### config.mk
export PLATFORM = sky130hd
export DESIGN_NAME = corrChannel
export DESIGN_NICKNAME = d
export VERILOG_FILES = /design/src/corrPkg.sv /design/src/carrierMixAccum.sv /design/src/chipTimer.sv /design/src/corrChannel.sv /design/src/corrCtrl.sv /design/src/corrRegs.sv /design/src/prnGen.sv
export SDC_FILE = /design/constraint.sdc
export NUM_CORES = 1
export LEC_CHECK = 0
export BUFFER_PORTS_ARGS = -buffer_cell sky130_fd_sc_hd__buf_2
export CORE_MARGIN = 2
export CORE_UTILIZATION = 60
export CTS_CLUSTER_SIZE = 16
export DETAILED_ROUTE_END_ITERATION = 16
export GPL_TIMING_DRIVEN = 0
export PLACE_DENSITY = 0.78
export SLEW_MARGIN = 5
export SYNTH_ARGS = -nofsm -noshare
export SYNTH_HDL_FRONTEND = slang
export SYNTH_SLANG_ARGS = --single-unit
### constraint.sdc
create_clock -name adc -period 4 [get_ports adc]
set_clock_uncertainty 0.05 [all_clocks]
set_input_delay 1.2 -clock adc [delete_from_list [all_inputs] [get_ports adc]]
set_output_delay 1.2 -clock adc [all_outputs]
set_load 0.1 [all_outputs]
### src/corrPkg.sv
package corrPkg;

    // bus widths
    localparam int ADR_W = 4;
    localparam int DAT_W = 32;

    // datapath widths
    // signed ADC samples
    localparam int SAMPLE_W = 4;
    // carrier and code phase accumulators
    localparam int NCO_W = 32;
    // chip counter, epoch length register
    localparam int EPOCH_W = 11;
    // PRN shift register
    localparam int PRN_W = 10;
    // signed I/Q accumulators
    localparam int ACC_W = 24;

    // value returned by REG_ID
    localparam logic [DAT_W-1:0] CORR_ID = 32'hC0AA0001;

    // word addresses of the register map
    typedef enum logic [ADR_W-1:0] {
        REG_ID         = 4'd0,
        REG_CFG        = 4'd1,
        REG_PHASE_RATE = 4'd2,
        REG_CODE_RATE  = 4'd3,
        REG_EPOCH_LEN  = 4'd4,
        REG_PRN_SEED   = 4'd5,
        REG_PRN_TAPS   = 4'd6,
        REG_START      = 4'd7,
        REG_STATUS     = 4'd8,
        REG_ACC_I      = 4'd9,
        REG_ACC_Q      = 4'd10
    } corrReg_t;

    // epoch FSM states
    typedef enum logic [1:0] {
        CORR_IDLE = 2'd0,
        CORR_RUN  = 2'd1,
        CORR_DUMP = 2'd2
    } corrState_t;

endpackage

### src/carrierMixAccum.sv
`timescale 1ns/1ps

module carrierMixAccum (
    input  logic                                adc,
    input  logic                                arstN,
    input  logic                                run,
    input  logic                                clearAcc,
    input  logic [corrPkg::NCO_W-1:0]           phaseRate,
    input  logic                                chip,
    input  logic signed [corrPkg::SAMPLE_W-1:0] adcData,
    output logic signed [corrPkg::ACC_W-1:0]    accI,
    output logic signed [corrPkg::ACC_W-1:0]    accQ
);

    logic [corrPkg::NCO_W-1:0]        carrPhase;
    logic [1:0]                       quadrant;
    logic                             cosNeg;
    logic                             sinNeg;
    logic signed [corrPkg::ACC_W-1:0] sampleExt;
    logic signed [corrPkg::ACC_W-1:0] termI;
    logic signed [corrPkg::ACC_W-1:0] termQ;

    assign quadrant = carrPhase[corrPkg::NCO_W-1 -: 2];
    // cos negative in quadrants 1 and 2
    assign cosNeg   = quadrant[1] ^ quadrant[0];
    // sin negative in quadrants 2 and 3
    assign sinNeg   = quadrant[1];

    assign sampleExt = {{(corrPkg::ACC_W-corrPkg::SAMPLE_W){adcData[corrPkg::SAMPLE_W-1]}},
                        adcData};

    // chip and carrier signs combine into one flip per arm
    assign termI = (chip ^ cosNeg) ? -sampleExt : sampleExt;
    assign termQ = (chip ^ sinNeg) ? -sampleExt : sampleExt;

    always_ff @(posedge adc or negedge arstN) begin
        if (!arstN) begin
            carrPhase <= '0;
        end else if (!run) begin
            carrPhase <= '0;
        end else begin
            carrPhase <= carrPhase + phaseRate;
        end
    end

    // results stay readable until the next start
    always_ff @(posedge adc or negedge arstN) begin
        if (!arstN) begin
            accI <= '0;
            accQ <= '0;
        end else if (clearAcc) begin
            accI <= '0;
            accQ <= '0;
        end else if (run) begin
            // wraps at ACC_W bits
            accI <= accI + termI;
            accQ <= accQ + termQ;
        end
    end

endmodule

### src/chipTimer.sv
`timescale 1ns/1ps

module chipTimer (
    input  logic                        adc,
    input  logic                        arstN,
    input  logic                        run,
    input  logic [corrPkg::NCO_W-1:0]   codeRate,
    input  logic [corrPkg::EPOCH_W-1:0] epochLen,
    output logic                        chipTick,
    output logic                        epochEnd
);

    logic [corrPkg::NCO_W-1:0]   codePhase;
    logic [corrPkg::NCO_W:0]     phaseSum;
    logic [corrPkg::EPOCH_W-1:0] chipCount;
    logic [corrPkg::EPOCH_W-1:0] countNext;

    // extra top bit catches the carry
    assign phaseSum = {1'b0, codePhase} + {1'b0, codeRate};
    assign chipTick = run && phaseSum[corrPkg::NCO_W];

    // chips completed including this tick
    assign countNext = chipCount + 1'b1;
    assign epochEnd  = chipTick && (countNext == epochLen);

    always_ff @(posedge adc or negedge arstN) begin
        if (!arstN) begin
            codePhase <= '0;
            chipCount <= '0;
        end else if (!run) begin
            // held at zero between epochs
            codePhase <= '0;
            chipCount <= '0;
        end else begin
            codePhase <= phaseSum[corrPkg::NCO_W-1:0];
            if (chipTick) begin
                chipCount <= countNext;
            end
        end
    end

endmodule

### src/corrChannel.sv
`timescale 1ns/1ps

module corrChannel (
    input  logic                                adc,
    input  logic                                arstN,
    input  logic                                wbCyc,
    input  logic                                wbStb,
    input  logic                                wbWe,
    input  logic [corrPkg::ADR_W-1:0]           wbAdr,
    input  logic [corrPkg::DAT_W-1:0]           wbDatW,
    output logic [corrPkg::DAT_W-1:0]           wbDatR,
    output logic                                wbAck,
    input  logic signed [corrPkg::SAMPLE_W-1:0] adcData,
    output logic                                irq
);

    // configuration from the register block
    logic                             startReq;
    logic                             enable;
    logic [corrPkg::NCO_W-1:0]        phaseRate;
    logic [corrPkg::NCO_W-1:0]        codeRate;
    logic [corrPkg::EPOCH_W-1:0]      epochLen;
    logic [corrPkg::PRN_W-1:0]        prnSeed;
    logic [corrPkg::PRN_W-1:0]        prnTaps;

    // epoch control and timing
    logic                             run;
    logic                             clearAcc;
    logic                             done;
    logic                             chipTick;
    logic                             epochEnd;
    logic                             chip;

    // results back to the bus
    logic signed [corrPkg::ACC_W-1:0] accI;
    logic signed [corrPkg::ACC_W-1:0] accQ;

    corrRegs i_regs (
        .adc(adc), .arstN(arstN),
        .wbCyc(wbCyc), .wbStb(wbStb), .wbWe(wbWe), .wbAdr(wbAdr),
        .wbDatW(wbDatW), .wbDatR(wbDatR), .wbAck(wbAck),
        .done(done), .run(run), .accI(accI), .accQ(accQ),
        .startReq(startReq), .enable(enable), .phaseRate(phaseRate),
        .codeRate(codeRate), .epochLen(epochLen), .prnSeed(prnSeed), .prnTaps(prnTaps)
    );

    corrCtrl i_ctrl (
        .adc(adc), .arstN(arstN), .startReq(startReq), .enable(enable),
        .epochEnd(epochEnd), .run(run), .clearAcc(clearAcc), .done(done), .irq(irq)
    );

    chipTimer i_chipTimer (
        .adc(adc), .arstN(arstN), .run(run), .codeRate(codeRate),
        .epochLen(epochLen), .chipTick(chipTick), .epochEnd(epochEnd)
    );

    prnGen i_prn (
        .adc(adc), .arstN(arstN), .run(run), .chipTick(chipTick),
        .prnSeed(prnSeed), .prnTaps(prnTaps), .chip(chip)
    );

    carrierMixAccum i_mix (
        .adc(adc), .arstN(arstN), .run(run), .clearAcc(clearAcc),
        .phaseRate(phaseRate), .chip(chip), .adcData(adcData),
        .accI(accI), .accQ(accQ)
    );

endmodule

### src/corrCtrl.sv
`timescale 1ns/1ps

module corrCtrl (
    input  logic adc,
    input  logic arstN,
    input  logic startReq,
    input  logic enable,
    input  logic epochEnd,
    output logic run,
    output logic clearAcc,
    output logic done,
    output logic irq
);

    corrPkg::corrState_t state;
    corrPkg::corrState_t nextState;

    // accepted start, clears the accumulators on the edge into run
    assign clearAcc = startReq && enable && (state == corrPkg::CORR_IDLE);
    // enable low drops run at once, abort completes on the next edge
    assign run      = (state == corrPkg::CORR_RUN) && enable;
    // one cycle in dump
    assign irq      = (state == corrPkg::CORR_DUMP);

    always_comb begin
        nextState = state;
        case (state)
            corrPkg::CORR_IDLE: begin
                if (clearAcc) begin
                    nextState = corrPkg::CORR_RUN;
                end
            end
            corrPkg::CORR_RUN: begin
                // abort wins over the last chip
                if (!enable) begin
                    nextState = corrPkg::CORR_IDLE;
                end else if (epochEnd) begin
                    nextState = corrPkg::CORR_DUMP;
                end
            end
            default: nextState = corrPkg::CORR_IDLE;
        endcase
    end

    always_ff @(posedge adc or negedge arstN) begin
        if (!arstN) begin
            state <= corrPkg::CORR_IDLE;
            done  <= 1'b0;
        end else begin
            state <= nextState;
            // sticky until the next accepted start
            if (clearAcc) begin
                done <= 1'b0;
            end else if (nextState == corrPkg::CORR_DUMP) begin
                done <= 1'b1;
            end
        end
    end

endmodule

### src/corrRegs.sv
`timescale 1ns/1ps

module corrRegs (
    input  logic                              adc,
    input  logic                              arstN,
    input  logic                              wbCyc,
    input  logic                              wbStb,
    input  logic                              wbWe,
    input  logic [corrPkg::ADR_W-1:0]         wbAdr,
    input  logic [corrPkg::DAT_W-1:0]         wbDatW,
    output logic [corrPkg::DAT_W-1:0]         wbDatR,
    output logic                              wbAck,
    input  logic                              done,
    input  logic                              run,
    input  logic signed [corrPkg::ACC_W-1:0]  accI,
    input  logic signed [corrPkg::ACC_W-1:0]  accQ,
    output logic                              startReq,
    output logic                              enable,
    output logic [corrPkg::NCO_W-1:0]         phaseRate,
    output logic [corrPkg::NCO_W-1:0]         codeRate,
    output logic [corrPkg::EPOCH_W-1:0]       epochLen,
    output logic [corrPkg::PRN_W-1:0]         prnSeed,
    output logic [corrPkg::PRN_W-1:0]         prnTaps
);

    corrPkg::corrReg_t regAdr;
    logic              busReq;
    logic              wrStb;

    assign regAdr = corrPkg::corrReg_t'(wbAdr);
    // new cycle seen, ack not yet given
    assign busReq = wbCyc && wbStb && !wbAck;
    assign wrStb  = busReq && wbWe;

    always_ff @(posedge adc or negedge arstN) begin
        if (!arstN) begin
            wbAck     <= 1'b0;
            startReq  <= 1'b0;
            enable    <= 1'b0;
            phaseRate <= '0;
            codeRate  <= '0;
            epochLen  <= '0;
            prnSeed   <= '0;
            prnTaps   <= '0;
        end else begin
            // single ack cycle, no wait states
            wbAck    <= busReq;
            // start pulse lines up with the ack cycle
            startReq <= wrStb && (regAdr == corrPkg::REG_START) && wbDatW[0];
            if (wrStb) begin
                case (regAdr)
                    corrPkg::REG_CFG:        enable    <= wbDatW[0];
                    corrPkg::REG_PHASE_RATE: phaseRate <= wbDatW[corrPkg::NCO_W-1:0];
                    corrPkg::REG_CODE_RATE:  codeRate  <= wbDatW[corrPkg::NCO_W-1:0];
                    corrPkg::REG_EPOCH_LEN:  epochLen  <= wbDatW[corrPkg::EPOCH_W-1:0];
                    corrPkg::REG_PRN_SEED:   prnSeed   <= wbDatW[corrPkg::PRN_W-1:0];
                    corrPkg::REG_PRN_TAPS:   prnTaps   <= wbDatW[corrPkg::PRN_W-1:0];
                    default: ;
                endcase
            end
        end
    end

    // read mux, master holds the address until ack
    always_comb begin
        wbDatR = '0;
        case (regAdr)
            corrPkg::REG_ID:         wbDatR = corrPkg::CORR_ID;
            corrPkg::REG_CFG:        wbDatR[0] = enable;
            corrPkg::REG_PHASE_RATE: wbDatR[corrPkg::NCO_W-1:0] = phaseRate;
            corrPkg::REG_CODE_RATE:  wbDatR[corrPkg::NCO_W-1:0] = codeRate;
            corrPkg::REG_EPOCH_LEN:  wbDatR[corrPkg::EPOCH_W-1:0] = epochLen;
            corrPkg::REG_PRN_SEED:   wbDatR[corrPkg::PRN_W-1:0] = prnSeed;
            corrPkg::REG_PRN_TAPS:   wbDatR[corrPkg::PRN_W-1:0] = prnTaps;
            // busy is the run flag
            corrPkg::REG_STATUS:     wbDatR[1:0] = {run, done};
            corrPkg::REG_ACC_I:
                wbDatR = {{(corrPkg::DAT_W-corrPkg::ACC_W){accI[corrPkg::ACC_W-1]}}, accI};
            corrPkg::REG_ACC_Q:
                wbDatR = {{(corrPkg::DAT_W-corrPkg::ACC_W){accQ[corrPkg::ACC_W-1]}}, accQ};
            // start and unmapped words read zero
            default:                 wbDatR = '0;
        endcase
    end

endmodule

### src/prnGen.sv
`timescale 1ns/1ps

module prnGen (
    input  logic                      adc,
    input  logic                      arstN,
    input  logic                      run,
    input  logic                      chipTick,
    input  logic [corrPkg::PRN_W-1:0] prnSeed,
    input  logic [corrPkg::PRN_W-1:0] prnTaps,
    output logic                      chip
);

    logic [corrPkg::PRN_W-1:0] lfsr;
    logic                      feedback;

    // parity of the tapped bits
    assign feedback = ^(lfsr & prnTaps);

    // msb out, 1 means a -1 chip
    assign chip = lfsr[corrPkg::PRN_W-1];

    always_ff @(posedge adc or negedge arstN) begin
        if (!arstN) begin
            lfsr <= '0;
        end else if (!run) begin
            // reloaded every idle cycle
            lfsr <= prnSeed;
        end else if (chipTick) begin
            // fibonacci shift, new bit enters at bit 0
            lfsr <= {lfsr[corrPkg::PRN_W-2:0], feedback};
        end
    end

endmodule

==> flow_metrics.env, run 1 <==
export IMPL_ioPinCount=79
export IMPL_grt_ovfl_total=0
export IMPL_synth_cell_types=76
export IMPL_final_common_cell="dfrtp_1"
export IMPL_crit_chain="buf_2 -> or2_4 -> clkbuf_8 -> nor2_4 -> buf_8 -> a22oi_1 -> nand2_2 -> buf_8"
export IMPL_postSynthCellCount=1651
export IMPL_grt_max_degree=111
export IMPL_num_antenna_cells=0
export IMPL_cp_common_cell="buf_8"
export IMPL_power_switching_mw=2.11
export IMPL_design_area_um2=18000
export IMPL_grt_pass1_vias=13600
export IMPL_drc=0
export IMPL_syn_nets=1814
export IMPL_io_buffers=78
export IMPL_cts_root_buf="clkbuf_16"
export IMPL_netlist_top_cells_area="dfrtp_1, ha_1, mux2_2, o21ai_0, a21oi_1"
export IMPL_violations="setup timing"
export IMPL_cpLargestDelayFamily="buffers and inverters"
export IMPL_setup_tns_final_ps=-28.0
export IMPL_min_period_ps=4020
export IMPL_gp_congestion=0.950
export IMPL_slowest_stage="or2_4"
export IMPL_p_comb_share_pct=22.5
export IMPL_setup_viol=2
export IMPL_p_total_mw=6.82
export IMPL_die_y_um=164
export IMPL_max_stage_delay_ps=260
export IMPL_cts_buffers=27
export IMPL_fp_dieW_um=164
export IMPL_rsz0062_at_grt="true"
export IMPL_crit_path_start_kind="primary input"
export IMPL_synth_top_family_by_area="compound AO/OA/AOI/OAI gates"
export IMPL_rows=58
export IMPL_cp_max_fo=10
export IMPL_yosysSeqAreaShare_pct=38.0
export IMPL_dp_worst_setup_slack_ps=-789
export IMPL_cts_tree="done"
export IMPL_ys_ff_latch=234
export IMPL_yosysTopAreaCell="dfrtp_1"
export IMPL_yosys_area_share_simple_pct=14.1
export IMPL_drt_iter0_markers=1350
export IMPL_nets=1938
export IMPL_grt_pass1_wl_um=73700
export IMPL_path_clk_slew_ps=60
export IMPL_drive_gt1_share_pct=18.9
export IMPL_placed_cell_area_um2=16500
export IMPL_synth_xor_area_share_pct=6.30
export IMPL_ys_async_sr_fraction_pct=100
export IMPL_start_util_pct=61.3
export IMPL_synth_compound_area_share_pct=21.9
export IMPL_cap_violations=0
export IMPL_final_cell_mix="dfrtp_1, nand2_1, a21oi_1, o21ai_0, nor2_1"
export IMPL_arrival_ps=2770
export IMPL_htreeDepth=1
export IMPL_yosys_warnings=0
export IMPL_grt_total_usage_pct=35.3
export IMPL_post_route_period_util_pct=100
export IMPL_worstSkewPairLatency_ps=550
export IMPL_wirelength_um=47400
export IMPL_pwr_share_clk_pct=38.2
export IMPL_netlist_area_um2=15400
export IMPL_cts_sinks=234
export IMPL_synth_top_area_share_pct=38.0
export IMPL_worstMarginPinSlew_ps=1150
export IMPL_ir_worst_vdd_v=0.000363
export IMPL_slew_headroom_pct=23.4
export IMPL_area_growth_pct=16.8
export IMPL_worstPathRequired_ps=2750
export IMPL_grt_antenna_before_repair=1
export IMPL_seq_power_share_pct=39.3
export IMPL_coreArea_um2=25200
export IMPL_die_area_um2=27000
export IMPL_hold_path_class="flop to flop"
export IMPL_intPower_mw=4.71
export IMPL_viasPerCell=6.55
export IMPL_status="finished, violations left"
export IMPL_maxSlewViolCount=0
export IMPL_switching_share_pct=30.9
export IMPL_drtPass1Iterations=6
export IMPL_dr_total_vias=13900
export IMPL_finalHoldViolCount=0
export IMPL_wl_per_cell_um=22.3
export IMPL_synthMuxAreaShare_pct=7.36
export IMPL_leakage_nw=8.59
export IMPL_dp_hpwl_um=35300
export IMPL_path_buf_inv=4
export IMPL_endpoint_kind="output port"
export IMPL_pwr_density_cell_nw_per_um2=378
export IMPL_detail_route_antenna_nets=0
export IMPL_setup_ws_ps=-18.2
export IMPL_clock_path_buffers=3
export IMPL_ys_flop_type="dfrtp_1"
export IMPL_fmax_ghz=0.249
export IMPL_avgSynthCellArea_um2=9.35
export IMPL_synth_edf_count=0
export IMPL_critical_path_class="primary input to output port"
export IMPL_synth_adder_area_share_pct=9.76
[flip-flops by register name, summed over array words and instances, names as in the netlist]
name                   count
i_prn.lfsr                10
i_regs.enable              1
i_mix.accQ                24
i_mix.accI                24
i_ctrl.state               2
i_mix.carrPhase           32
i_chipTimer.chipCount     11
i_regs.prnSeed            10
i_regs.prnTaps            10
i_regs.codeRate           32
i_regs.wbAck               1
i_regs.phaseRate          32
i_chipTimer.codePhase     32
i_regs.epochLen           11
i_ctrl.done                1
i_regs.startReq            1
[cells in the mapped netlist (30+ instances only)]
cell,n
nand2_1,165
xnor2_1,52
nor3_1,35
mux2_2,92
a21oi_1,125
clkbuf_1,47
a21o_1,67
a22oi_1,44
nand3_1,30
dfrtp_1,234
xor2_1,59
ha_1,114
nor2_1,115
o21ai_0,126
inv_1,39
[through the flow]
| step | std cells | util, % | hold WS (ps) |
|---|---|---|---|
| 6_report | 2124 | 71.6 | 411 |
| 4_1_cts | 2112 | 70.3 | 418 |
| 2_1_floorplan | 1651 | - | 399 |
| 5_1_grt | 2124 | 71.6 | 428 |
| 3_3_place_gp | 2059 | 65.4 | 397 |
| 3_5_place_dp | 2062 | 65.7 | 398 |
[power by group through the flow]
stage | Combinational, mW | Sequential, mW | Clock (mW)
after CTS | 1.45 | 2.67 | 2.60
after floorplan | 1.10 | 2.64 | 0
after global routing | 1.67 | 2.69 | 2.71
final | 1.53 | 2.68 | 2.60
after global placement | 1.36 | 2.71 | 0
after detailed placement | 1.41 | 2.71 | 0
[final cells by class]
cell class                 count  area, µm²
sequential                   234       5860
multi-input combinational   1315       9570
buffer                        63        377
clock inverter                 7        139
inverter                      39        146
clock buffer                  41        778
timing repair buffer          95        747
fill                        1891       7160
tap                          330        413
[what timing repair did]
action	in CTS	in global routing
resized for setup	77	61
setup buffers	2	12
pin swaps	2	12
setup endpoints to repair	42	42
hold buffers	0	0
[worst paths after layout]
path                                           from                   to  slack (ps)  depth (start not counted)
worst max-delay path                       wbAdr[2]           wbDatR[22]         -20                          8
worst min-delay path                   i_regs.wbAck         i_regs.wbAck         410                          1
worst max register to register  i_mix.carrPhase[31]       i_mix.accI[23]         140                         13
worst min register to register         i_regs.wbAck         i_regs.wbAck         410                          1
max in group asynchronous                     arstN    i_regs.prnSeed[5]        2110                          3
min in group asynchronous                     arstN  i_mix.carrPhase[23]         520                          1
[worst reg2reg max path: stages (launching register included)]
cell,delay (ps)
dfrtp_1,530
xnor2_4,280
xnor2_1,120
clkbuf_4,230
nor2_1,370
a21oi_1,130
ha_1,330
inv_1,80
o21ai_1,320
a2111oi_4,170
o31a_1,360
or4_1,460
a221o_1,310
o21ai_1,70
[logic make-up after synthesis]
group	count (synthesis)
muxes	102
buffers and inverters	102
xor gates and xnor gates	111
and+or+nand+nor	466
AOI/OAI and AO/OA	518
DFF	234
adders and majority gates	118
[layer usage]
| layer | track usage (%) | up-vias | part of all wire, % |
|---|---|---|---|
| met2 | 56.4 | 632 | 46 |
| li1 | - | 6316 | - |
| met3 | 7.70 | 137 | 9.0 |
| met5 | 0 | - | 0.017 |
| met4 | 13.6 | 2 | 4.2 |
| met1 | 47.0 | 6833 | 41 |
No activity file was read; power rests on OpenSTA's default activity.
==> inputs of run 2 (changes only) <==
--- a/config.mk
+++ b/config.mk
@@ -7,11 +7,10 @@
 export LEC_CHECK = 0
 export BUFFER_PORTS_ARGS = -buffer_cell sky130_fd_sc_hd__buf_2
 export CORE_MARGIN = 2
-export CORE_UTILIZATION = 60
+export CORE_UTILIZATION = 34
 export CTS_CLUSTER_SIZE = 16
 export DETAILED_ROUTE_END_ITERATION = 16
 export GPL_TIMING_DRIVEN = 0
-export PLACE_DENSITY = 0.78
 export SLEW_MARGIN = 5
 export SYNTH_ARGS = -nofsm -noshare
 export SYNTH_HDL_FRONTEND = slang
==> run 2 against run 1 <==
Effect of this change:
- the run now ends clean
- power decreased by 1.8%
- sequential cell count unchanged
- sequential share of layout area decreased by 0.62 points
- worst hold slack improved by 16 ps
- setup slack improved by 27 ps
- critical path type is now primary input to flop
- count of clock-buffer cells in the layout decreased by 4
- combinational power about the same
==> flow_metrics.env, run 2 (same netlist as run 1, synthesis figures left out) <==
export IMPL_dp_worst_setup_slack_ps=-1040
export IMPL_cp_max_fo=4
export IMPL_io_buffers=78
export IMPL_setup_ws_ps=9.12
export IMPL_grt_pass1_vias=13300
export IMPL_finalHoldViolCount=0
export IMPL_leakage_nw=8.60
export IMPL_crit_path_start_kind="primary input"
export IMPL_arrival_ps=4360
export IMPL_cap_violations=0
export IMPL_grt_pass1_wl_um=78200
export IMPL_hold_path_class="flop to flop"
export IMPL_endpoint_kind="flop"
export IMPL_cts_sinks=234
export IMPL_slowest_stage="o211ai_1"
export IMPL_wl_per_cell_um=21.1
export IMPL_grt_max_degree=110
export IMPL_placed_cell_area_um2=16900
export IMPL_cts_tree="done"
export IMPL_viasPerCell=5.65
export IMPL_cts_root_buf="clkbuf_16"
export IMPL_dp_hpwl_um=38400
export IMPL_dr_total_vias=13500
export IMPL_grt_antenna_before_repair=1
export IMPL_intPower_mw=4.51
export IMPL_ioPinCount=79
export IMPL_wirelength_um=50600
export IMPL_final_common_cell="dfrtp_1"
export IMPL_path_clk_slew_ps=60
export IMPL_grt_ovfl_total=0
export IMPL_post_route_period_util_pct=99.8
export IMPL_cpLargestDelayFamily="compound AO/OA/AOI/OAI gates"
export IMPL_min_period_ps=3990
export IMPL_crit_chain="buf_2 -> or3_1 -> ha_1 -> a21oi_1 -> ha_1 -> o21ai_0 -> a21oi_1 -> o211ai_1 -> a31oi_2 -> or3_1 -> a21oi_2 -> xor2_1 -> o21ai_0"
export IMPL_drt_iter0_markers=1052
export IMPL_post_place_cells=2331
export IMPL_final_cell_mix="dfrtp_1, nand2_1, a21oi_1, o21ai_0, nor2_1"
export IMPL_worstMarginPinSlew_ps=1080
export IMPL_grt_total_usage_pct=21.4
export IMPL_fmax_ghz=0.251
export IMPL_start_util_pct=34.2
export IMPL_switching_share_pct=32.6
export IMPL_path_buf_inv=1
export IMPL_slew_headroom_pct=27.9
export IMPL_worstSkewPairLatency_ps=570
export IMPL_die_area_um2=47100
export IMPL_gp_congestion=0.925
export IMPL_design_area_um2=18400
export IMPL_holdWs_ps=426
export IMPL_seq_power_share_pct=40.1
export IMPL_max_stage_delay_ps=430
export IMPL_p_comb_share_pct=23.0
export IMPL_detail_route_antenna_nets=0
export IMPL_nets=1942
export IMPL_die_y_um=217
export IMPL_rows=78
export IMPL_drc=0
export IMPL_power_switching_mw=2.18
export IMPL_htreeDepth=1
export IMPL_fin_cells=2395
export IMPL_area_growth_pct=19.1
export IMPL_coreArea_um2=45100
export IMPL_setup_viol=0
export IMPL_setup_tns_final_ps=0
export IMPL_clock_path_buffers=3
export IMPL_num_antenna_cells=0
export IMPL_worstPathRequired_ps=4370
export IMPL_fin_util_pct=40.8
export IMPL_drive_gt1_share_pct=19.4
export IMPL_status="finished, final reports clean"
export IMPL_critical_path_class="primary input to flop"
export IMPL_p_total_mw=6.69
export IMPL_cts_buffers=29
export IMPL_pwr_density_cell_nw_per_um2=364
export IMPL_rsz0062_at_grt="true"
export IMPL_maxSlewViolCount=0
export IMPL_pwr_share_clk_pct=36.9
export IMPL_fp_dieW_um=217
export IMPL_drtPass1Iterations=6
export IMPL_ir_worst_vdd_v=0.000320
[run 2: cell types whose count changed in the layout (fill, tap and decap cells not counted), sizes merged]
cell,change
clkinv,+6
bufinv,-4
buf,-2
clkinvlp,+2
inv,-1
[run 2: per-layer routing]
metal | global-route usage (%) | vias to the layer above | share of wire [%]
met4 | 5.78 | 2 | 3.1
met3 | 3.03 | 89 | 5.7
met5 | 0 | - | 0.026
met1 | 28.9 | 6690 | 44
met2 | 36.0 | 427 | 47
li1 | - | 6316 | -
[run 2: final cells by class]
type	count	area, µm²
Fill cell	4425	26700
Multi-Input combinational cell	1315	9570
Sequential cell	234	5860
Timing Repair Buffer	98	806
Clock buffer	37	796
Tap cell	600	751
Buffer	62	383
Inverter	39	149
Clock inverter	10	62.6
[run 2: worst paths after layout]
kind	from	to	slack, ps	cells after the start
worst max-delay path	adcData[2]	i_mix.accI[20]	9	13
worst min-delay path	i_regs.wbAck	i_regs.wbAck	430	1
worst max register to register	i_mix.carrPhase[31]	i_mix.accI[20]	80	14
worst min register to register	i_regs.wbAck	i_regs.wbAck	430	1
max in group asynchronous	arstN	i_mix.accI[8]	2070	3
min in group asynchronous	arstN	i_regs.codeRate[24]	490	1
[run 2: what timing repair did]
action / CTS / global route
endpoints found under the setup margin: 40 / 30
hold buffers: 0 / 0
gates resized for setup: 107 / 42
buffers inserted: 7 / 11
pin swaps: 10 / 13
[run 2: power groups by stage]
stage / clock (mW) / sequential [mW] / combinational (mW)
finish: 2.47 / 2.68 / 1.54
global route: 2.61 / 2.70 / 1.69
global placement: 0 / 2.72 / 1.40
floorplan: 0 / 2.64 / 1.10
detailed placement: 0 / 2.72 / 1.43
CTS: 2.52 / 2.68 / 1.49
